--- config.mk ---
export PLATFORM = sky130hd
export DESIGN_NAME = ram_eraser
export DESIGN_NICKNAME = d
export VERILOG_FILES = /design/src/hw/laser_mem_pkg.sv /design/src/hw/ram_eraser.sv
export SDC_FILE = /design/constraint.sdc
export NUM_CORES = 1
export LEC_CHECK = 0
export BUFFER_PORTS_ARGS = -buffer_cell sky130_fd_sc_hd__buf_2
export CORE_MARGIN = 4
export CORE_UTILIZATION = 49
export CTS_CLUSTER_DIAMETER = 100
export DETAILED_ROUTE_END_ITERATION = 16
export PLACE_DENSITY = 0.83
export SYNTH_ARGS = -nofsm -noshare
export SYNTH_HDL_FRONTEND = slang
export SYNTH_SLANG_ARGS = --single-unit
--- constraint.sdc ---
create_clock -name F14M -period 2.4 [get_ports F14M]
set_input_delay 0.48 -clock F14M [delete_from_list [all_inputs] [get_ports F14M]]
set_output_delay 0.48 -clock F14M [all_outputs]
set_load 0.05 [all_outputs]
--- src/hw/laser_mem_pkg.sv ---
////////////////////
// Laser 500 memory path definitions
// Address map, widths and the request structs
////////////////////
`default_nettype none

package laser_mem_pkg;

	////////////////////
	// Widths
	////////////////////

	// 256 KiB byte RAM
	localparam int RAM_AW = 18;
	localparam int DATA_W = 8;
	// Host download address bus
	localparam int DL_AW  = 25;

	////////////////////
	// Address map
	////////////////////

	// BASIC program load offset
	localparam logic [RAM_AW-1:0] PRG_OFFSET  = 18'h08995;
	// User RAM pages 3 to 7, end bound is exclusive
	localparam logic [RAM_AW-1:0] ERASE_START = 18'h0C000;
	localparam logic [RAM_AW-1:0] ERASE_END   = 18'h20000;

	// Download image indices
	localparam logic [7:0] IDX_ROM = 8'd0;
	localparam logic [7:0] IDX_PRG = 8'd1;

	////////////////////
	// Types
	////////////////////

	// Host download stream, one beat per cycle with wr high
	typedef struct packed {
		logic              active;
		logic              wr;
		logic [7:0]        index;
		logic [DL_AW-1:0]  addr;
		logic [DATA_W-1:0] data;
	} dl_req_t;

	// One RAM access
	typedef struct packed {
		logic              rd;
		logic              wr;
		logic [RAM_AW-1:0] addr;
		logic [DATA_W-1:0] wdata;
	} mem_req_t;

	// Current RAM owner
	typedef enum logic [1:0] {
		OWN_CLIENT = 2'd0,
		OWN_LOADER = 2'd1,
		OWN_ERASER = 2'd2
	} owner_t;

endpackage

`default_nettype wire

--- src/hw/ram_eraser.sv ---
////////////////////
// RAM eraser
// Zero-fills the user RAM pages after a soft reset
////////////////////
`timescale 1ns/1ps
`default_nettype none

module ram_eraser import laser_mem_pkg::*; (
	input  wire      F14M,
	input  wire      arst_n,
	input  wire      start,
	input  wire      grant,
	output mem_req_t erase_req,
	output logic     erasing
);

	// Address walker
	logic [RAM_AW-1:0] addr_q;
	// Last address of the region
	logic              at_last;

	assign at_last = (addr_q == ERASE_END - 1'b1);

	always_ff @(posedge F14M or negedge arst_n) begin
		if (!arst_n) begin
			addr_q  <= ERASE_START;
			erasing <= 1'b0;
		end else if (start) begin
			// A new start restarts the walk from the bottom
			addr_q  <= ERASE_START;
			erasing <= 1'b1;
		end else if (erasing && grant) begin
			addr_q <= addr_q + 1'b1;
			// Done once the top byte is written
			if (at_last) begin
				erasing <= 1'b0;
			end
		end
	end

	// Zero write on every granted cycle, address held otherwise
	always_comb begin
		erase_req       = '0;
		erase_req.wr    = erasing & grant;
		erase_req.addr  = addr_q;
		erase_req.wdata = '0;
	end

endmodule

`default_nettype wire

==> out/qor.yml <==
outcome:
  outcome: "finished, final reports clean"
floorplan:
  dieWidth_um: 53.5
  pin_count: 33
  die-area_mm2: 0.00287
  num_rows: 16
  coreArea_mm2: 0.00196
  die_h_um: 53.5
  initial_core_util_pct: 51.8
detailed_routing:
  vias: 851
  top_layer: "met4"
  met1Wirelength_um: 931
  drc: 0
  ant_nets: 0
  drtIter0Drc: 17
  avgRoutedWirePerCell_um: 13.0
  dr.pass1.iters: 4
  routed-wl-met2_um: 1010
  routed_via_density: 5.32
  wl_met3_um: 107
  wl_um: 2080
timing:
  setup_viol: 0
  slew_headroom_pct: 66.6
  clock_skew_ns: 0.0104
  fin_crit_ns: 2.11
  tightest_slew_ns: 0.497
  timing.final.crit_share_pct: 87.9
  setup-tns-final_ns: 0
  rsz0062_at_grt: "no"
  fmax_mhz: 474
  hold_viol_final: 0
  slew_viol_final: 0
yosys:
  yosys.area_share.simple_pct: 23.4
  synth.area.mux_share_pct: 0
  synthCells: 110
  yosysTopAreaCell: "dfrtp_1"
  ys_warn_count: 0
  synth_top_area_share_pct: 41.9
  synth_area_leaders: "dfrtp_1, buf_4, xnor2_1"
  async_flop_share_pct: 100
  synth_xor_area_share_pct: 7.76
  synth_fa_ha_area_share_pct: 1.23
  synth_top_family_by_area: "simple AND/OR/NAND/NOR gates"
  synth_edf_count: 0
  synth-seq-cells: 19
  synth-main-ff-cell: "dfrtp_1"
  yosysSeqAreaShare_pct: 47.0
  synth_compound_area_share_pct: 10.5
  syn_area_mm2: 0.00102
  netlist-cell-type-count: 28
  avgSynthCellArea_um2: 9.24
clock_network:
  postCtsSetupBuffers: 0
  cts.reportedPaths.clkPinSlew_ns: 0.12
  cts_resized: 0
  cts_htree_levels: 1
  numCtsBuffers: 3
  cts.sinks: 19
  clk_path_buf_depth: 2
  clock_latency_ns: 0.31
  hold_buffers: 0
  cts_tree: "built"
  root_buffer: "clkbuf_4"
global_routing:
  grt_pass1_wl_um: 3480
  first_global_vias: 834
  antenna_found_initial: 0
  grtUsageTotal_pct: 16.6
  grt_remaining_overflow: 0
  grt_max_degree: 22
job:
  drv_cap: 0
worst_setup_path:
  rr_worst_depth: 4
  path_max_fanout: 9
  cp-start-kind: "flip-flop"
  path_class: "reg -> reg"
  cp.required_ns: 2.63
  worst-endpoint-arrival_ns: 2.34
  reg2reg_slack_ns: 0.29
  cp-end-kind: "flip-flop"
power_and_ir_drop:
  p_leak_nw: 0.514
  clock_power_share_pct: 29.3
  internal_power_uw: 396
  ir_drop_mv: 0.322
  p_sw_uw: 174
  power.density_mw_per_mm2: 499
  p_comb_share_pct: 13.3
  p_total_uw: 570
  switching_share_pct: 30.6
  seqPwrFrac_pct: 57.4
layout:
  num_antenna_cells: 0
  fill_cells: 179
  drive_above_1_share_pct: 27.8
  nets: 139
  fin_area_mm2: 0.00114
  area_growth_pct: 12.4
place:
  placed_area_mm2: 0.00111
  place_congestion: 0.779
  portBuffers: 23
  dpl.hpwl_um: 1530
min_path:
  min_path_type: "in -> async"
-- metrics by stage --
step / setup slack (ns) / utilization (%) / cells / hold WS, ns
after floorplan: 0.179 / - / 118 / 0.184
after global placement: 0.319 / 56.8 / 156 / 0.433
after detailed placement: 0.252 / 56.8 / 156 / 0.437
after CTS: 0.308 / 58.2 / 160 / 0.100
after global routing: 0.158 / 58.2 / 160 / 0.0978
final: 0.291 / 58.2 / 160 / 0.0840
-- cells in the mapped netlist, types with 3 or more instances --
cell type and count:
xnor2_1 7, o21ai_0 4, nor2_1 13, nand3_1 3, or3_2 4, nand2_1 8, a21oi_1 7, dfrtp_1 17
nand4_1 5, nor4_1 4, nor3_1 4, inv_1 5, buf_4 9
-- cells in the final DEF (no fill, tap or decap) --
cell type,instances
a21o_1,1
a21oi_1,7
a31o_2,2
a41oi_1,1
buf_2,23
clkbuf_4,3
clkinv_2,1
conb_1,9
dfrtp_1,17
dfstp_2,2
ha_1,1
inv_1,5
nand2_1,8
nand2b_1,1
nand3_1,3
nand3_2,1
nand4_1,5
nor2_1,13
nor3_1,4
nor4_1,4
o21ai_0,4
o31a_2,1
o31ai_1,1
or3_1,1
or3_2,4
or4_1,2
xnor2_1,7
xor2_1,2
-- metal layers --
metal,global-route usage (%),vias up
met2,26.9,29
met5,0,-
met4,8.09,0
met3,2.77,4
li1,-,413
met1,21.3,405
-- kinds of logic (layout without fill, tap and decap cells) --
logic type	count (synthesis)	in the layout
XOR/XNOR	9	9
AND/OR/NAND/NOR	46	46
flip-flops	19	19
AO/OA/AOI/OAI	17	17
other	1	9
adder cells (fa/ha/maj)	1	1
buffers and inverters	17	32
-- worst paths after layout --
path | from | endpoint
max in group asynchronous | arst_n | addr_q[15]$_DFFE_PN1P_
min in group F14M | start | addr_q[9]$_DFFE_PN0P_
worst max register to register | addr_q[3]$_DFFE_PN0P_ | addr_q[17]$_DFFE_PN0P_
worst max-delay path | addr_q[3]$_DFFE_PN0P_ | addr_q[17]$_DFFE_PN0P_
worst min register to register | addr_q[16]$_DFFE_PN0P_ | erasing$_DFFE_PN0P_
worst min-delay path | arst_n | addr_q[9]$_DFFE_PN0P_
-- sequential cells by signal (all words and copies together) (netlist names) --
register	cells
addr_q	18
erasing	1
-- area by class of cell --
class                      count  area (µm²)  area share [%]
inverter                       5        18.8            1.64
multi-input combinational     82         469            41.1
tap                           27        33.8            2.96
clock buffer                   3        22.5            1.97
sequential                    19         478            41.8
timing repair buffer          23         115            10.1
clock inverter                 1        5.00           0.438
-- critical path, stage by stage, from the launching register on --
cell and delay (ns):
dfrtp_1 0.45, nand3_2 0.19, or4_1 0.70, or4_1 0.52, a21oi_1 0.17
-- power by group through the flow --
stage	Sequential, mW	Combinational, mW	Clock, mW
floorplan	0.345	0.0592	0
global route	0.328	0.0814	0.186
CTS	0.327	0.0761	0.167
finish	0.327	0.0756	0.167
detailed placement	0.334	0.0759	0
global placement	0.333	0.0746	0
Power figures use the tool's default switching activity.
