File: src/hw/laser_mem_pkg.sv
////////////////////
// Laser 500 memory path definitions
// Address map, widths and the request structs
////////////////////
`default_nettype none

package laser_mem_pkg;

	////////////////////
	// Widths
	////////////////////

	// 256 KiB byte RAM
	localparam int RAM_AW = 18;
	localparam int DATA_W = 8;
	// Host download address bus
	localparam int DL_AW  = 25;

	////////////////////
	// Address map
	////////////////////

	// BASIC program load offset
	localparam logic [RAM_AW-1:0] PRG_OFFSET  = 18'h08995;
	// User RAM pages 3 to 7, end bound is exclusive
	localparam logic [RAM_AW-1:0] ERASE_START = 18'h0C000;
	localparam logic [RAM_AW-1:0] ERASE_END   = 18'h20000;

	// Download image indices
	localparam logic [7:0] IDX_ROM = 8'd0;
	localparam logic [7:0] IDX_PRG = 8'd1;

	////////////////////
	// Types
	////////////////////

	// Host download stream, one beat per cycle with wr high
	typedef struct packed {
		logic              active;
		logic              wr;
		logic [7:0]        index;
		logic [DL_AW-1:0]  addr;
		logic [DATA_W-1:0] data;
	} dl_req_t;

	// One RAM access
	typedef struct packed {
		logic              rd;
		logic              wr;
		logic [RAM_AW-1:0] addr;
		logic [DATA_W-1:0] wdata;
	} mem_req_t;

	// Current RAM owner
	typedef enum logic [1:0] {
		OWN_CLIENT = 2'd0,
		OWN_LOADER = 2'd1,
		OWN_ERASER = 2'd2
	} owner_t;

endpackage

`default_nettype wire

File: src/hw/prg_loader.sv
////////////////////
// Download loader
// Maps download bytes to RAM writes, staged one cycle
////////////////////
`timescale 1ns/1ps
`default_nettype none

module prg_loader import laser_mem_pkg::*; (
	input  wire      F14M,
	input  wire      arst_n,
	input  dl_req_t  dl,
	output mem_req_t load_req,
	output logic     load_pend
);

	logic              is_rom;
	logic              is_prg;
	logic              beat;
	// PRG address with the BASIC offset, full download width
	logic [DL_AW-1:0]  prg_addr;
	// Staged write payload
	logic [RAM_AW-1:0] addr_q;
	logic [DATA_W-1:0] data_q;

	assign is_rom   = (dl.index == IDX_ROM);
	assign is_prg   = (dl.index == IDX_PRG);
	// Other indices are dropped here
	assign beat     = dl.active & dl.wr & (is_rom | is_prg);
	assign prg_addr = dl.addr + DL_AW'(PRG_OFFSET);

	// Pending flag marks the staged cycle
	always_ff @(posedge F14M or negedge arst_n) begin
		if (!arst_n) begin
			load_pend <= 1'b0;
		end else begin
			load_pend <= beat;
		end
	end

	// Payload, truncated to the RAM address width
	always_ff @(posedge F14M) begin
		if (beat) begin
			addr_q <= is_prg ? prg_addr[RAM_AW-1:0] : dl.addr[RAM_AW-1:0];
			data_q <= dl.data;
		end
	end

	always_comb begin
		load_req       = '0;
		load_req.wr    = load_pend;
		load_req.addr  = addr_q;
		load_req.wdata = data_q;
	end

endmodule

`default_nettype wire

File: config.mk
export PLATFORM = sky130hd
export DESIGN_NAME = prg_loader
export DESIGN_NICKNAME = d
export VERILOG_FILES = /design/src/hw/laser_mem_pkg.sv /design/src/hw/prg_loader.sv
export SDC_FILE = /design/constraint.sdc
export NUM_CORES = 1
export LEC_CHECK = 0
export BUFFER_PORTS_ARGS = -buffer_cell sky130_fd_sc_hd__buf_4
export CORE_UTILIZATION = 48
export CTS_CLUSTER_SIZE = 16
export DETAILED_ROUTE_END_ITERATION = 16
export GPL_TIMING_DRIVEN = 1
export PLACE_DENSITY = 0.95
export REMOVE_ABC_BUFFERS = 1
export SETUP_SLACK_MARGIN = 0.15
export SYNTH_ARGS = -nofsm -noshare
export SYNTH_HDL_FRONTEND = slang
export SYNTH_SLANG_ARGS = --single-unit
export TNS_END_PERCENT = 1
File: constraint.sdc
create_clock -name F14M -period 1.1 [get_ports F14M]
set_clock_uncertainty 0.2 [all_clocks]
set_input_delay 0.165 -clock F14M [delete_from_list [all_inputs] [get_ports F14M]]
set_output_delay 0.165 -clock F14M [all_outputs]
set_load 0.02 [all_outputs]
==> results.md, run 1 <==
* Placer congestion estimate at between 0.8 and 0.9
* Clock transition at path regs at 0.18 ns
* EDFF count, synth at 26
* Endpoint type of the worst setup path: register
* Drt first pass iters at 5
* Failing checks: hold timing, setup timing
* Max Fclk at 562 MHz
* Largest net degree at the start of global routing at 16
* Initial core utilization at 0.507
* Syn Area/Cell at 11.7 um2
* Final setup viols at between 70 and 80
* Sink Count at 27
* Post-DR vias/cell at ~7.0
* CTS Root Cell: clkbuf_4
* Gate Count Post-Synth at 121
* Finished Layout Cells at 261
* Post-Synthesis Cell Area at around 1400 um2
* Status: finished with violations
* Max Root-Sink Buffers at 2
* Ys flop type: edfxtp_1
* Final Critical Period at ~1.8 ns
* Top cell type's share of synthesized area at 0.553
* Number of port buffers at 65
* Synth area leaders: edfxtp_1, xnor2_1, nand2_1, xor2_1, and3_1
* Max IR drop VDD at approximately 1100 uV
* Share of cells above drive strength 1 at 0.552
* GRT Overall Usage at 0.434
* DRT Wirelength at ~7400 um
* Placed cell count at about 240
* Die ar. at about 3200 um2
* Initial DRC Count at about 240
* Core area at roughly 2800 um2
* Gr ovfl total at 0
* Die Wd at 56.2 um
* Share of flip-flops with an asynchronous set or reset at 0.0370
* H-tree depth at 1
* Yosys warns at 0
* # DRC at 0
* Hold Path Class: input pin to async pin
* Leak pwr at approximately 1.1 nW
* First-pass GRT wire length at just under 10,000 um
* RSZ-0062 raised after global routing: true
* Area added between synthesis and finish at 84.6%
* Final hold violations at 3
* Synth Register Bits at 27
* Ant diodes at 0
* Worst slew margin at 0.611
* # hold bufs at CTS at 9
* PnR worst setup slack at -0.679 ns
* Antenna violations before repair at 0
* Site Rows at 19
* Io pins at 74
* Synth cell types at 42
* CTS tree: built
* Max-cap violations at 0
* Crit start category: input pin
* Vias in the first global route at around 1,700
* WP data required at 1.03 ns
* Seq/Total Area, Yosys at 0.571
* Arr. time, crit path at about 1.7 ns
* Cell taking the most area after synthesis: edfxtp_1
* DPL Wire Length at about 3100 um
* Largest driver fanout on the critical path at 6
* Nets at between 200 and 300
* Max-slew violations at 0
* Tcrit/Tclk final at 1.62
* Post-route ant nets at 0
* CP Class: input pin to register
* Die height at 56.2 um
* Via Count at 1,827
* Power Dens Cells at 808 nW/um2
* Final TNS setup at -32.06 ns
* Tightest Pin Transition at about 0.58 ns
* TritonCTS Buffers at 3
* Routed len/inst at about 28 um
* Final hold slack at -0.0963 ns
-- through the flow --
stage	power [mW]	worst slack [ns]	area [um2]	util	hold slack [ns]
2_1_floorplan	1.25	-1.20	1370	-	-0.331
3_3_place_gp	1.47	-0.947	2150	0.775	-0.259
3_5_place_dp	1.49	-1.03	2150	0.775	-0.257
4_1_cts	1.93	-0.602	2520	0.907	-0.0762
5_1_grt	2.11	-0.676	2610	0.937	-0.0913
6_report	2.11	-0.679	2610	0.937	-0.0963
-- where the power goes --
part	internal, mW	switching, mW
clock	0.138	0.369
sequential	1.13	0.00146
combinational	0.234	0.235
-- cell families after synthesis --
| kind of cell | Yosys count | share of synthesized area |
|---|---|---|
| adders and majority gates | 1 | 0.00886 |
| xor gates and xnor gates | 13 | 0.0807 |
| DFF | 27 | 0.571 |
| muxes | 1 | 0.00709 |
| other | 1 | 0.00266 |
| and+or+nand+nor | 43 | 0.164 |
| AOI/OAI and AO/OA | 24 | 0.124 |
| buffers and inverters | 11 | 0.0417 |
-- sequential cells by signal (all words and copies together) (netlist names) --
signal	count
load_pend	1
addr_q	18
data_q	8
-- final cells by class --
cell class,instances,area (um2)
multi-input cells,83,646
repair buffers,112,1070
clock buffers,3,22.5
well taps,31,38.8
flip-flops and latches,27,806
inverters,4,15.0
fillers,72,176
clock inverters,1,5.00
-- cells in the final DEF, fill, tap and decap left out, types with 2 or more instances in the layout --
master and n:
a21oi_1 2, a21oi_2 2, and3_1 4, buf_12 3, buf_16 2, buf_4 64, buf_6 33, clkbuf_4 3
dlygate4sd3_1 9, edfxtp_1 26, inv_1 4, nand2_1 9, nand3_1 5, nand4_1 2, nor2_1 3, nor2_4 2
nor3_2 2, nor4_1 2, o211ai_1 2, o21ai_1 5, xnor2_1 9, xor2_1 3
-- how the worst max path moves through the flow --
stage | startpoint | depth (start not counted) | end
finish | dl[37] | 7 | addr_q[14]$_DFFE_PP_
global route | dl[37] | 7 | addr_q[14]$_DFFE_PP_
CTS | dl[38] | 7 | addr_q[10]$_DFFE_PP_
detailed placement | dl[38] | 6 | addr_q[13]$_DFFE_PP_
global placement | dl[38] | 6 | addr_q[1]$_DFFE_PP_
floorplan | dl[38] | 3 | addr_q[0]$_DFFE_PP_
-- routing by layer --
metal  share of wire  GRT usage  vias to the layer above
li1                -          -                      672
met1            0.30      0.495                      811
met2            0.46      0.731                      259
met3            0.14      0.109                       85
met4           0.099      0.258                        0
met5               0          0                        -
-- cells in the mapped netlist, types with 2 or more instances --
cell,count
a211oi_1,2
a21oi_1,4
clkbuf_1,2
and3_1,5
nand2_1,10
nor2_1,5
inv_1,4
nor3_1,3
nand4_1,2
xnor2_1,9
xor2_1,4
buf_2,2
buf_4,2
o211ai_1,2
o311ai_0,2
nor4_1,3
o21ai_0,5
nand3_1,6
edfxtp_1,26
-- what timing repair did --
| item | in CTS | in global routing |
|---|---|---|
| endpoints found under the hold margin | 11 | 3 |
| pin swaps | 3 | 7 |
| endpoints found under the setup margin | 73 | 73 |
| resized for setup | 44 | 21 |
| setup buffers | 3 | 0 |
| gates cloned | 2 | 0 |
-- worst max-delay path: stages --
cell and delay (ns):
buf_4 0.11, or4_4 0.52, buf_6 0.17, nor2_4 0.22
buf_4 0.16, o311a_1 0.25, o21ai_1 0.12
Note: power is estimated with default switching activity, not from simulation.
==> run 2: changes to the inputs <==
--- a/config.mk
+++ b/config.mk
@@ -10,8 +10,7 @@
 export CTS_CLUSTER_SIZE = 16
 export DETAILED_ROUTE_END_ITERATION = 16
 export GPL_TIMING_DRIVEN = 1
-export PLACE_DENSITY = 0.95
-export REMOVE_ABC_BUFFERS = 1
+export PLACE_DENSITY = 0.84
 export SETUP_SLACK_MARGIN = 0.15
 export SYNTH_ARGS = -nofsm -noshare
 export SYNTH_HDL_FRONTEND = slang
==> results.md, run 2 (same netlist as run 1, synthesis figures left out) <==
* Hold depth at 2
* Max Root-Sink Buffers at 2 (unchanged)
* DRT Wirelength at 5090 um (was 7420 um)
* TritonCTS Buffers at 3 (unchanged)
* Die Wd at 56.2 um (unchanged)
* Reg with most FFs: addr_q (unchanged)
* Via Count at 1,594 (was 1,827)
* Finished Layout Cells at 261 (unchanged)
* Placed cell count at 246 (was 243)
* Die height at 56.2 um (unchanged)
* Routed len/inst at 19.5 um (was 28.4 um)
* # hold bufs at CTS at 9 (unchanged)
* Largest net degree at the start of global routing at 15 (was 16)
* Ant diodes at 0 (unchanged)
* Drt first pass iters at 6 (was 5)
* Core area at 2780 um2 (unchanged)
* WP data required at 0.96 ns (was 1.03 ns)
* Leak pwr at 1.08 nW (about the same)
* Failing checks: hold timing, setup timing (unchanged)
* Filler Cell Count at 101 (was 72)
* Status: finished with violations (unchanged)
* Commonest cells after routing, fill and taps aside: buf_4, buf_6, edfxtp_1, nand2_1, xnor2_1 (was buf_4, buf_6, edfxtp_1)
* GRT Overall Usage at 0.294 (was 0.434)
* Sink Count at 27 (unchanged)
* Max IR drop VDD at 699 uV (was 1090 uV)
* DPL Wire Length at 2780 um (was 3120 um)
* Biggest regs: addr_q x18, data_q x8, load_pend x1 (unchanged)
* Nets at 277 (unchanged)
* PnR worst setup slack at -0.619 ns (was -0.679 ns)
* Final setup viols at 73 (unchanged)
* Antenna violations before repair at 0 (unchanged)
* CTS tree: built (unchanged)
* Area added between synthesis and finish at 80.4% (was 84.6%)
* Share of cells above drive strength 1 at 0.535 (was 0.552)
* Post-DR vias/cell at 6.11 (was 7.00)
* Max Fclk at 582 MHz (was 562 MHz)
* Synthesized Nets at roughly 170
* Final Critical Period at 1.72 ns (was 1.78 ns)
* Post-route ant nets at 0 (unchanged)
* Arr. time, crit path at 1.58 ns (was 1.71 ns)
* Total power at 1.99 mW (was 2.11 mW)
* Clock transition at path regs at 0.14 ns (was 0.18 ns)
* Placer congestion estimate at 0.842 (was 0.855)
* Gr ovfl total at 0 (unchanged)
* Commonest non-fill, non-tap cell in the layout: buf_4 (unchanged)
* Startpoint of the worst hold path: dl[25]
* CTS Root Cell: clkbuf_4 (unchanged)
* Max-cap violations at 0 (unchanged)
* RSZ-0062 raised after global routing: true (unchanged)
* Number of flip-flops in the largest register at 18 (unchanged)
* CP Class: input pin to register (unchanged)
* Max-slew violations at 0 (unchanged)
* Endpoint type of the worst setup path: register (unchanged)
* H-tree depth at 1 (unchanged)
* Tcrit/Tclk final at 1.56 (was 1.62)
* Hold EP: addr_q[17]$_DFFE_PP_
* Power Dens Cells at 780 nW/um2 (was 808 nW/um2)
* Number of port buffers at 65 (unchanged)
* # DRC at 0 (unchanged)
* Fin util at 0.915 (was 0.937)
* Final hold slack at -0.0557 ns (was -0.0963 ns)
* Largest driver fanout on the critical path at 5 (was 6)
* Final hold violations at 2 (was 3)
* Die ar. at 3160 um2 (unchanged)
* Initial core utilization at 0.507 (unchanged)
* Initial DRC Count at 112 (was 235)
* Vias in the first global route at 1,487 (was 1,731)
* Io pins at 74 (unchanged)
* First-pass GRT wire length at 7000 um (was 9810 um)
* Final TNS setup at -26.10 ns (was -32.06 ns)
* Site Rows at 19 (unchanged)
* Hold Path Class: input pin to register (was input pin to async pin)
* Crit start category: input pin (unchanged)
==> run 2: worst max path at each step <==
stage / start / end / slack [ns] / cells after the start
after detailed placement: dl[38] / addr_q[16]$_DFFE_PP_ / -0.97 / 5
after floorplan: dl[34] / addr_q[16]$_DFFE_PP_ / -0.91 / 6
final: dl[39] / addr_q[16]$_DFFE_PP_ / -0.62 / 5
after CTS: dl[39] / addr_q[16]$_DFFE_PP_ / -0.54 / 5
after global placement: dl[34] / addr_q[6]$_DFFE_PP_ / -0.92 / 7
after global routing: dl[39] / addr_q[16]$_DFFE_PP_ / -0.64 / 5
==> run 2: repair_timing <==
item	4_1_cts	5_1_grt
buffers inserted	2	0
hold endpoints to repair	10	2
setup endpoints to repair	73	74
pin swaps	4	3
gates resized for setup	41	10
==> run 2: final cells by class <==
| class | count | area, um2 | area share |
|---|---|---|---|
| Sequential cell | 27 | 806 | 0.316 |
| Clock buffer | 4 | 26.3 | 0.0103 |
| Inverter | 4 | 15.0 | 0.00590 |
| Multi-Input combinational cell | 83 | 641 | 0.252 |
| Tap cell | 31 | 38.8 | 0.0152 |
| Timing Repair Buffer | 112 | 1020 | 0.400 |
==> run 2: worst max-delay path, cell delays in order <==
cell and delay (ns):
buf_6 0.09, or4_4 0.55, or2_4 0.31, a2111oi_4 0.33, nand3_1 0.13
==> run 2: per-stage QoR <==
| stage | hold slack [ns] | worst slack (ns) | instance area, um2 |
|---|---|---|---|
| finish | -0.0557 | -0.619 | 2550 |
| global route | -0.0634 | -0.642 | 2550 |
| CTS | -0.0691 | -0.539 | 2500 |
| detailed placement | -0.258 | -0.974 | 2230 |
| global placement | -0.259 | -0.919 | 2230 |
| floorplan | -0.331 | -0.910 | 1450 |
==> run 2: power breakdown <==
group	internal, mW	switching (mW)	leakage [nW]
logic	0.238	0.198	0.820
clock network	0.142	0.278	0.0150
registers	1.13	0.000916	0.249
total	1.51	0.478	1.08
==> run 2: metal layers <==
metal	wire length (um)	global-route usage
met3	445	0.0488
met1	1770	0.339
met4	320	0.0906
met2	2550	0.551
met5	0	0
