==> src/hw/laser_mem_pkg.sv <==
////////////////////
// Laser 500 memory path definitions
// Address map, widths and the request structs
////////////////////
`default_nettype none

package laser_mem_pkg;

	////////////////////
	// Widths
	////////////////////

	// 256 KiB byte RAM
	localparam int RAM_AW = 18;
	localparam int DATA_W = 8;
	// Host download address bus
	localparam int DL_AW  = 25;

	////////////////////
	// Address map
	////////////////////

	// BASIC program load offset
	localparam logic [RAM_AW-1:0] PRG_OFFSET  = 18'h08995;
	// User RAM pages 3 to 7, end bound is exclusive
	localparam logic [RAM_AW-1:0] ERASE_START = 18'h0C000;
	localparam logic [RAM_AW-1:0] ERASE_END   = 18'h20000;

	// Download image indices
	localparam logic [7:0] IDX_ROM = 8'd0;
	localparam logic [7:0] IDX_PRG = 8'd1;

	////////////////////
	// Types
	////////////////////

	// Host download stream, one beat per cycle with wr high
	typedef struct packed {
		logic              active;
		logic              wr;
		logic [7:0]        index;
		logic [DL_AW-1:0]  addr;
		logic [DATA_W-1:0] data;
	} dl_req_t;

	// One RAM access
	typedef struct packed {
		logic              rd;
		logic              wr;
		logic [RAM_AW-1:0] addr;
		logic [DATA_W-1:0] wdata;
	} mem_req_t;

	// Current RAM owner
	typedef enum logic [1:0] {
		OWN_CLIENT = 2'd0,
		OWN_LOADER = 2'd1,
		OWN_ERASER = 2'd2
	} owner_t;

endpackage

`default_nettype wire

==> src/hw/mem_port_mux.sv <==
////////////////////
// RAM port mux
// Steers the owner's request, returns client read data
////////////////////
`timescale 1ns/1ps
`default_nettype none

module mem_port_mux import laser_mem_pkg::*; (
	input  wire               F14M,
	input  wire               arst_n,
	input  owner_t            owner,
	input  mem_req_t          load_req,
	input  mem_req_t          erase_req,
	input  mem_req_t          client_req,
	input  wire               hold,
	output mem_req_t          ram_req,
	input  wire  [DATA_W-1:0] ram_rdata,
	output logic [DATA_W-1:0] client_rdata
);

	// Client access after the hold mask
	mem_req_t client_ok;
	// Read issued last cycle, RAM data is ready now
	logic     rd_q;

	// Held client accesses are dropped, not queued
	assign client_ok = hold ? '0 : client_req;

	////////////////////
	// Request path
	////////////////////

	always_comb begin
		case (owner)
			OWN_LOADER: ram_req = load_req;
			OWN_ERASER: ram_req = erase_req;
			default:    ram_req = client_ok;
		endcase
	end

	////////////////////
	// Read return
	////////////////////

	// One flag per cycle, so back-to-back reads overlap
	always_ff @(posedge F14M or negedge arst_n) begin
		if (!arst_n) begin
			rd_q         <= 1'b0;
			client_rdata <= '0;
		end else begin
			rd_q <= (owner == OWN_CLIENT) & client_ok.rd;
			// Keep the last read value between reads
			if (rd_q) begin
				client_rdata <= ram_rdata;
			end
		end
	end

endmodule

`default_nettype wire

==> config.mk <==
export PLATFORM = sky130hd
export DESIGN_NAME = mem_port_mux
export DESIGN_NICKNAME = d
export VERILOG_FILES = /design/src/hw/laser_mem_pkg.sv /design/src/hw/mem_port_mux.sv
export SDC_FILE = /design/constraint.sdc
export NUM_CORES = 1
export LEC_CHECK = 0
export ABC_AREA = 1
export BUFFER_PORTS_ARGS = -buffer_cell sky130_fd_sc_hd__buf_4
export CAP_MARGIN = 20
export CORE_MARGIN = 2
export CORE_UTILIZATION = 36
export CTS_CLUSTER_SIZE = 28
export DETAILED_ROUTE_END_ITERATION = 16
export PLACE_DENSITY = 0.92
export SYNTH_ARGS = -nofsm -noshare
export SYNTH_HDL_FRONTEND = slang
export SYNTH_SLANG_ARGS = --single-unit
==> constraint.sdc <==
create_clock -name F14M -period 2.4 [get_ports F14M]
set_input_delay 0.36 -clock F14M [delete_from_list [all_inputs] [get_ports F14M]]
set_output_delay 0.36 -clock F14M [all_outputs]
set_load 0.005 [all_outputs]
==> qor.yml, run 1 <==
routing:
  vias: 1723
  first_pass_iters: 4
  ant_nets: 0
  avgRoutedWirePerCell_um: 11.1
  drc: 0
  viasPerCell: 4.46
  drt_wl_total_um: 4280
  drt_iter0_markers: 45
synth:
  yosysWarnings: 0
  synth_adder_area_share_pct: 3.34
  synthTopCellsByArea: "nand2_1, dfrtp_1, buf_4, inv_1, o21ai_0"
  synth_top_family_by_area: "simple AND/OR/NAND/NOR gates"
  synthMuxAreaShare_pct: 0
  synth_seq_cells: 9
  synthSimpleGateAreaFrac_pct: 60.8
  synth.avg_cell_area_sq_um: 5.08
  synth_cell_type_count: 11
  synth_cells: 221
  synth_compound_area_share_pct: 3.57
  synth_top_area_share_pct: 58.5
  seq_area_frac_synth_pct: 20.1
  syn-num-nets: 321
  synth_top_area_cell: "nand2_1"
  synthXorXnorAreaFrac_pct: 0
  syn-cell-area_sq_mm: 0.00112
worst_setup_path:
  cp.required_ns: 2.04
  cp_max_fo: 27
  r2r-start: "rd_q"
  end_kind: "primary output"
  slowest_delay_ns: 0.35
  path_cells: "buf_4 -> inv_1 -> ha_1 -> nor2_4 -> buf_4 -> nand2_1 -> nand2_1 -> buf_4"
  cp_common_cell: "buf_4"
  cp_slowest_cell: "ha_1"
  critical_path_class: "input pin to primary output"
  arrival_ns: 1.51
  critPathTopFamily: "buffers and inverters"
  start_kind: "input pin"
  startpoint: "owner[0]"
  crit_buf_inv: 4
timing:
  whs_ns: 0.320
  layout_min_cycle_time_ns: 1.87
  hold_violations: 0
  skew_ns: 0.000325
  setup_viol: 0
  drv_slew: 0
  fin_tns_setup_ns: 0
  relSlewSlack_pct: 74.9
  timing.final.crit_share_pct: 77.7
  rsz0062_at_grt: "false"
  clock.fmax_mhz: 536
  tightest_slew_ns: 0.376
finish:
  final_nets: 454
  antennaDiodeCount: 0
  mostFrequentLayoutCell: "nand2_1"
  area_delta_synth_final_pct: 91.3
  postLayoutCoreUtil_pct: 71.5
  mostFrequentLayoutCells: "nand2_1, buf_4, inv_1"
  drive_gt1_share_pct: 40.5
  nFillCells: 260
cts:
  postCtsResizedCells: 0
  numCtsBuffers: 3
  cts_tree: "done"
  htree_levels: 1
  cts_buffer_depth: 2
  clkTransAtPathRegs_ns: 0.06
  insertion_delay_ns: 0.25
  cts_sinks: 9
  root_buffer: "clkbuf_4"
global_routing:
  grt_usage_pct: 23.1
  antenna_found_initial: 0
  grt_max_degree: 28
  grt_pass1_wl_um: 6460
  grt_pass1_vias: 1583
  grt_overflow: 0
die:
  fp.dieH_um: 59.8
  die_w_um: 59.8
  row_count: 20
  core_sq_mm: 0.00300
  initial_utilization_pct: 37.4
  ios: 133
  die_area_sq_mm: 0.00358
power:
  ir_drop_mv: 0.139
  power_density_mw_per_mm2: 328
  p_leak_uw: 0.00138
place:
  gp_congestion: 0.772
  dp.final_hpwl_um: 3600
  io_buffers: 132
outcome:
  status: "finished, final reports clean"
min_path:
  hp-class: "input pin to flip-flop"
  hold_start: "ram_rdata[0]"
flow_run:
  drv_cap: 0
power by group:
group          switching (uW)  internal (uW)  leakage (uW)
Clock                    46.9           63.7     0.0000150
Combinational             160            238       0.00125
Sequential               15.4            180      0.000111
Total                     222            482       0.00138
timing repair:
item / CTS / global route
setup buffers: 0 / 0
endpoints found under the hold margin: 9 / 0
hold buffers: 1 / 0
state kept, by name (all words and copies together) (netlist names):
register	count
rd_q	1
client_rdata	8
per-layer routing:
layer / vias up / share of wire, % / wire, um / GRT usage (%)
li1: 914 / - / - / -
met3: 8 / 8.5 / 362 / 6.06
met4: 0 / 1.4 / 58 / 5.08
met1: 730 / 38 / 1630 / 26.1
met2: 71 / 52 / 2230 / 43.0
met5: - / 0 / 0 / 0
stage by stage:
| step | instances | instance area, sq um | total power, uW | setup WS (ns) |
|---|---|---|---|---|
| floorplan | 221 | 1120 | 343 | 0.870 |
| global placement | 381 | 2110 | 589 | 0.562 |
| detailed placement | 381 | 2110 | 598 | 0.525 |
| CTS | 386 | 2150 | 713 | 0.522 |
| global route | 386 | 2150 | 764 | 0.417 |
| finish | 386 | 2150 | 704 | 0.535 |
synthesized netlist by cell type, drive strengths merged:
library cell	n
nand2	175
nor2	1
o21ai	8
and3	1
nand3b	1
buf	12
dfrtp	9
ha	3
inv	11
logic make-up after synthesis:
logic type	after synthesis
flops	9
fa+ha+maj	3
compound gates	8
simple gates	178
buf+inv	23
path summary, 6_finish.rpt:
check	depth (start not counted)	slack, ns	end
worst max register to register	1	1.52	client_rdata[4]
min in group asynchronous	2	0.48	client_rdata[1]
worst max-delay path	8	0.53	ram_req[25]
worst min-delay path	3	0.32	client_rdata[0]
max in group asynchronous	2	1.79	client_rdata[3]
worst min register to register	2	0.52	client_rdata[0]
layout make-up:
| class | instances | area [sq um] | share of cell area [%] |
|---|---|---|---|
| Multi-Input combinational cell | 189 | 759 | 35.4 |
| Sequential cell | 9 | 225 | 10.5 |
| Timing Repair Buffer | 140 | 1050 | 49.1 |
| Tap cell | 33 | 41.3 | 1.92 |
| Clock buffer | 4 | 26.3 | 1.22 |
| Inverter | 11 | 41.3 | 1.92 |
Note: power is estimated with default switching activity, not from simulation.
==> run 2: changes to the inputs <==
--- a/config.mk
+++ b/config.mk
@@ -9,10 +9,10 @@
 export BUFFER_PORTS_ARGS = -buffer_cell sky130_fd_sc_hd__buf_4
 export CAP_MARGIN = 20
 export CORE_MARGIN = 2
-export CORE_UTILIZATION = 36
+export CORE_UTILIZATION = 30
 export CTS_CLUSTER_SIZE = 28
 export DETAILED_ROUTE_END_ITERATION = 16
-export PLACE_DENSITY = 0.92
+export PLACE_DENSITY = 0.82
 export SYNTH_ARGS = -nofsm -noshare
 export SYNTH_HDL_FRONTEND = slang
 export SYNTH_SLANG_ARGS = --single-unit
==> constraint.sdc (replaced) <==
create_clock -name F14M -period 1.7 [get_ports F14M]
set_input_delay 0.255 -clock F14M [delete_from_list [all_inputs] [get_ports F14M]]
set_output_delay 0.255 -clock F14M [all_outputs]
set_load 0.005 [all_outputs]
==> qor.yml, run 2 (synthesized netlist as in run 1, its figures left out) <==
cts:
  cts_sinks: 9  # unchanged
  insertion_delay_ns: 0.23  # was 0.25 ns
  htree_levels: 1  # unchanged
  numCtsBuffers: 3  # unchanged
  cts_buffer_depth: 2  # unchanged
  clkTransAtPathRegs_ns: 0.04  # was 0.06 ns
  root_buffer: "clkbuf_8"  # was clkbuf_4
  postCtsSetupRepairBufs: 0  # unchanged
  cts_tree: "done"  # unchanged
finish:
  final-seq-area_sq_um: 225  # unchanged
  antennaDiodeCount: 0  # unchanged
  multi_input_area_sq_um: 759  # unchanged
  mostFrequentLayoutCells: "nand2_1, buf_4, inv_1"  # unchanged
  stdcell_area_sq_mm: 0.00220  # was 0.00215 sq mm
  postLayoutCoreUtil_pct: 60.7  # was 71.5%
  drive_gt1_share_pct: 40.7  # was 40.5%
  mostFrequentLayoutCell: "nand2_1"  # unchanged
  top_regs: "client_rdata x8, rd_q x1"  # unchanged
  final_nets: 455  # was 454
  nFillCells: 354  # was 260
  area_delta_synth_final_pct: 96.4  # was 91.3%
  largest_register: "client_rdata"  # unchanged
  largest_register_ffs: 8  # unchanged
place:
  gp_congestion: 0.806  # was 0.772
  placed_cell_area_sq_mm: 0.00215  # was 0.00211 sq mm
  io_buffers: 132  # unchanged
  dp.final_hpwl_um: 3450  # was 3600 um
die:
  fp.dieH_um: 65.2  # was 59.8 um
  row_count: 22  # was 20
  die_area_sq_mm: 0.00425  # was 0.00358 sq mm
  core_sq_mm: 0.00363  # was 0.00300 sq mm
  die_w_um: 65.2  # was 59.8 um
  initial_utilization_pct: 30.9  # was 37.4%
  ios: 133  # unchanged
global_routing:
  grt_max_degree: 21  # was 28
  grt_overflow: 0  # unchanged
  antenna_found_initial: 0  # unchanged
  grt_pass1_wl_um: 6760  # was 6460 um
  grt_pass1_vias: 1699  # was 1,583
  grt_usage_pct: 19.7  # was 23.1%
timing:
  hold_violations: 0  # unchanged
  rsz0062_at_grt: "false"  # unchanged
  layout_min_cycle_time_ns: 1.55
  fin_tns_setup_ns: 0  # unchanged
  drv_slew: 0  # unchanged
  skew_ns: 0.000610  # was 0.000325 ns
  clock.fmax_mhz: 643
  setup_viol: 0  # unchanged
  whs_ns: 0.233  # was 0.320 ns
  timing.final.crit_share_pct: 91.5
  relSlewSlack_pct: 74.2  # was 74.9%
  tightest_slew_ns: 0.388  # was 0.376 ns
min_path:
  min_to: "client_rdata[7]"  # was client_rdata[0]
  hold_path_depth: 3  # unchanged
  hold_start: "ram_rdata[7]"  # was ram_rdata[0]
  hp-class: "input pin to flip-flop"  # unchanged
worst_setup_path:
  start_kind: "input pin"  # unchanged
  r2r-start: "rd_q"  # unchanged
  r2r-end: "client_rdata[1]"  # was client_rdata[4]
  cp_max_fo: 7  # was 27
  end_kind: "primary output"  # unchanged
  ff2ff_setup_slack_ns: 0.82  # was 1.52 ns
  critical_path_class: "input pin to primary output"  # unchanged
  arrival_ns: 1.30  # was 1.51 ns
  startpoint: "owner[0]"  # unchanged
  cp.required_ns: 1.44  # was 2.04 ns
  r2r_cells: 1  # unchanged
routing:
  drt_iter0_markers: 118  # was 45
  vias: 1751  # was 1,723
  drc: 0  # unchanged
  avgRoutedWirePerCell_um: 10.3  # was 11.1 um
  viasPerCell: 4.36  # was 4.46
  ant_nets: 0  # unchanged
  first_pass_iters: 4  # unchanged
  drt_wl_total_um: 4130  # was 4280 um
flow_run:
  drv_cap: 0  # unchanged
power:
  p_leak_uw: 0.00140  # was 0.00138 uW
  power_density_mw_per_mm2: 491  # was 328 mW/mm^2
  ir_drop_mv: 0.200  # was 0.139 mV
outcome:
  status: "finished, final reports clean"  # unchanged
-- run 2: cell types whose count changed in the layout (fill, tap and decap cells not counted), sizes merged --
cell and change:
buf +1
-- run 2: metrics by stage --
| step | worst slack, ns | instances | power (uW) |
|---|---|---|---|
| finish | 0.145 | 402 | 1080 |
| global route | 0.0529 | 402 | 1180 |
| CTS | 0.153 | 402 | 1100 |
| detailed placement | 0.158 | 397 | 852 |
| global placement | 0.190 | 397 | 840 |
| floorplan | 0.380 | 221 | 485 |
-- run 2: critical path, cell delays in order --
cell     delay (ns)
buf_4          0.08
inv_1          0.05
ha_1           0.36
nor2_4         0.14
buf_4          0.16
nand2_1        0.06
nand2_1        0.07
buf_4          0.12
-- run 2: how the worst max path moves through the flow --
stage                   to  slack, ns
2_1_floorplan  ram_req[10]       0.38
3_3_place_gp   ram_req[24]       0.19
3_5_place_dp   ram_req[15]       0.16
4_1_cts        ram_req[15]       0.15
5_1_grt        ram_req[26]       0.05
6_report       ram_req[15]       0.15
-- run 2: layer usage --
| metal | global-route usage (%) | wire length (um) | vias up |
|---|---|---|---|
| met5 | 0 | 0 | - |
| met1 | 21.9 | 1540 | 748 |
| met2 | 36.2 | 2190 | 77 |
| met3 | 4.11 | 329 | 10 |
| li1 | - | - | 916 |
| met4 | 8.33 | 70 | 0 |
-- run 2: repair_timing --
action                                 CTS  global route
hold buffers                             1             0
resized for setup                        0             0
endpoints found under the hold margin    9             0
-- run 2: power by group --
group          total, uW  internal, uW  switching (uW)
logic                569           343             226
registers            277           255            21.8
clock network        237           162            74.5
total               1080           761             322
-- run 2: layout make-up --
type / count / area share, %
clock buffers: 4 / 2.04
well taps: 48 / 2.72
inverters: 11 / 1.87
repair buffers: 141 / 48.7
flip-flops and latches: 9 / 10.2
multi-input cells: 189 / 34.4
==> run 3: changes to the inputs <==
--- a/config.mk
+++ b/config.mk
@@ -9,10 +9,10 @@
 export BUFFER_PORTS_ARGS = -buffer_cell sky130_fd_sc_hd__buf_4
 export CAP_MARGIN = 20
 export CORE_MARGIN = 2
-export CORE_UTILIZATION = 30
+export CORE_UTILIZATION = 36
 export CTS_CLUSTER_SIZE = 28
 export DETAILED_ROUTE_END_ITERATION = 16
-export PLACE_DENSITY = 0.82
+export PLACE_DENSITY = 0.92
 export SYNTH_ARGS = -nofsm -noshare
 export SYNTH_HDL_FRONTEND = slang
 export SYNTH_SLANG_ARGS = --single-unit
==> constraint.sdc (replaced) <==
create_clock -name F14M -period 1.9 [get_ports F14M]
set_input_delay 0.285 -clock F14M [delete_from_list [all_inputs] [get_ports F14M]]
set_output_delay 0.285 -clock F14M [all_outputs]
set_load 0.005 [all_outputs]
==> qor.yml, run 3 (synthesized netlist as in run 1, its figures left out) <==
cts:
  cts_sinks: 9  # unchanged
  root_buffer: "clkbuf_4"  # was clkbuf_8
  cts_tree: "done"  # unchanged
  insertion_delay_ns: 0.25  # was 0.23 ns
  ctsHoldBuffers: 1  # unchanged
  postCtsResizedCells: 0  # unchanged
  numCtsBuffers: 3  # unchanged
  cts_buffer_depth: 2  # unchanged
  clkTransAtPathRegs_ns: 0.05  # was 0.04 ns
  htree_levels: 1  # unchanged
  postCtsSetupRepairBufs: 0  # unchanged
worst_setup_path:
  critical_path_class: "input pin to primary output"  # unchanged
  start_kind: "input pin"  # unchanged
  end_kind: "primary output"  # unchanged
  arrival_ns: 1.32  # was 1.30 ns
  cp.required_ns: 1.62  # was 1.44 ns
  cp_max_fo: 26  # was 7
finish:
  mostFrequentLayoutCells: "nand2_1, buf_4, inv_1"  # unchanged
  drive_gt1_share_pct: 40.3  # was 40.7%
  instances_no_fill: 385  # was 402
  largest_register_ffs: 8  # unchanged
  area_delta_synth_final_pct: 92.9  # was 96.4%
  final_nets: 453  # was 455
  stdcell_area_sq_mm: 0.00216  # was 0.00220 sq mm
  antennaDiodeCount: 0  # unchanged
  mostFrequentLayoutCell: "nand2_1"  # unchanged
  top_regs: "client_rdata x8, rd_q x1"  # unchanged
  largest_register: "client_rdata"  # unchanged
min_path:
  hp-class: "input pin to flip-flop"  # unchanged
routing:
  drt_wl_total_um: 4180  # was 4130 um
  first_pass_iters: 4  # unchanged
  vias: 1695  # was 1,751
  drt_iter0_markers: 56  # was 118
  avgRoutedWirePerCell_um: 10.8  # was 10.3 um
  ant_nets: 0  # unchanged
  drc: 0  # unchanged
  viasPerCell: 4.40  # was 4.36
timing:
  tightest_slew_ns: 0.399  # was 0.388 ns
  drv_slew: 0  # unchanged
  hold_violations: 0  # unchanged
  relSlewSlack_pct: 73.4  # was 74.2%
  layout_min_cycle_time_ns: 1.60
  clock.fmax_mhz: 624
  timing.final.crit_share_pct: 84.3
  rsz0062_at_grt: "false"  # unchanged
  skew_ns: 0.000314  # was 0.000610 ns
  fin_tns_setup_ns: 0  # unchanged
  setup_viol: 0  # unchanged
global_routing:
  grt_usage_pct: 23.4  # was 19.7%
  grt_max_degree: 27  # was 21
  grt_pass1_wl_um: 6470  # was 6760 um
  grt_overflow: 0  # unchanged
  antenna_found_initial: 0  # unchanged
  grt_pass1_vias: 1550  # was 1,699
place:
  dp.final_hpwl_um: 3510  # was 3450 um
  dp.cells: 380  # was 397
  gp_congestion: 0.740  # was 0.806
  placed_cell_area_sq_mm: 0.00213  # was 0.00215 sq mm
  io_buffers: 132  # unchanged
power:
  pwr-share-clk_pct: 15.4  # was 21.9%
  p_leak_uw: 0.00138  # was 0.00140 uW
  intPower_uw: 615  # was 761 uW
  power_density_mw_per_mm2: 413  # was 491 mW/mm^2
  seq_power_share_pct: 27.8  # was 25.6%
  switching_share_pct: 31.3  # was 29.7%
  pwr-share-comb_pct: 56.8  # was 52.5%
  p_sw_uw: 280  # was 322 uW
  ir_drop_mv: 0.177  # was 0.200 mV
die:
  row_count: 20  # was 22
  initial_utilization_pct: 37.4  # was 30.9%
  die_area_sq_mm: 0.00358  # was 0.00425 sq mm
  ios: 133  # unchanged
  core_sq_mm: 0.00300  # was 0.00363 sq mm
  die_w_um: 59.8  # was 65.2 um
  fp.dieH_um: 59.8  # was 65.2 um
flow_run:
  drv_cap: 0  # unchanged
outcome:
  status: "finished, final reports clean"  # unchanged
## run 3: final timing paths
check	from	to	slack (ns)	depth (start not counted)
max	owner[0]	ram_req[21]	0.30	8
min	ram_rdata[7]	client_rdata[7]	0.25	3
max reg2reg	rd_q	client_rdata[3]	1.00	1
min reg2reg	client_rdata[6]	client_rdata[6]	0.52	2
max in group asynchronous	arst_n	client_rdata[5]	1.38	2
min in group asynchronous	arst_n	client_rdata[1]	0.39	2
## run 3: power by group through the flow
| stage | logic [uW] | registers [uW] | clock network (uW) |
|---|---|---|---|
| after floorplan | 181 | 253 | 0 |
| after global placement | 502 | 250 | 0 |
| after detailed placement | 510 | 252 | 0 |
| after CTS | 513 | 248 | 146 |
| after global routing | 568 | 254 | 156 |
| final | 509 | 248 | 138 |
## run 3: cell type report
type                       count  area (sq um)
clock buffer                   4          26.3
fill                         265           838
inverter                      11          41.3
multi-input combinational    189           759
sequential                     9           225
tap                           33          41.3
timing repair buffer         139          1070
## run 3: critical path, cell delays in order
cell	delay (ns)
buf_4	0.08
inv_1	0.05
ha_1	0.35
nor2_4	0.13
buf_12	0.18
nand2_1	0.07
nand2_1	0.06
buf_4	0.10
## run 3: routing by layer
layer  wire length (um)  up-vias  track usage [%]
met5                  0        -                0
met4                 21        0             5.40
met3                340        2             5.19
met2               2170       72             42.7
met1               1640      706             27.6
li1                   -      915                -
## run 3: through the flow
step	utilization, %	hold WS, ns	power, uW	setup WS [ns]
global route	72.1	0.257	977	0.213
detailed placement	70.9	0.110	762	0.289
CTS	72.1	0.243	908	0.287
finish	72.1	0.247	895	0.299
global placement	70.9	0.107	751	0.328
floorplan	-	-0.0106	434	0.520
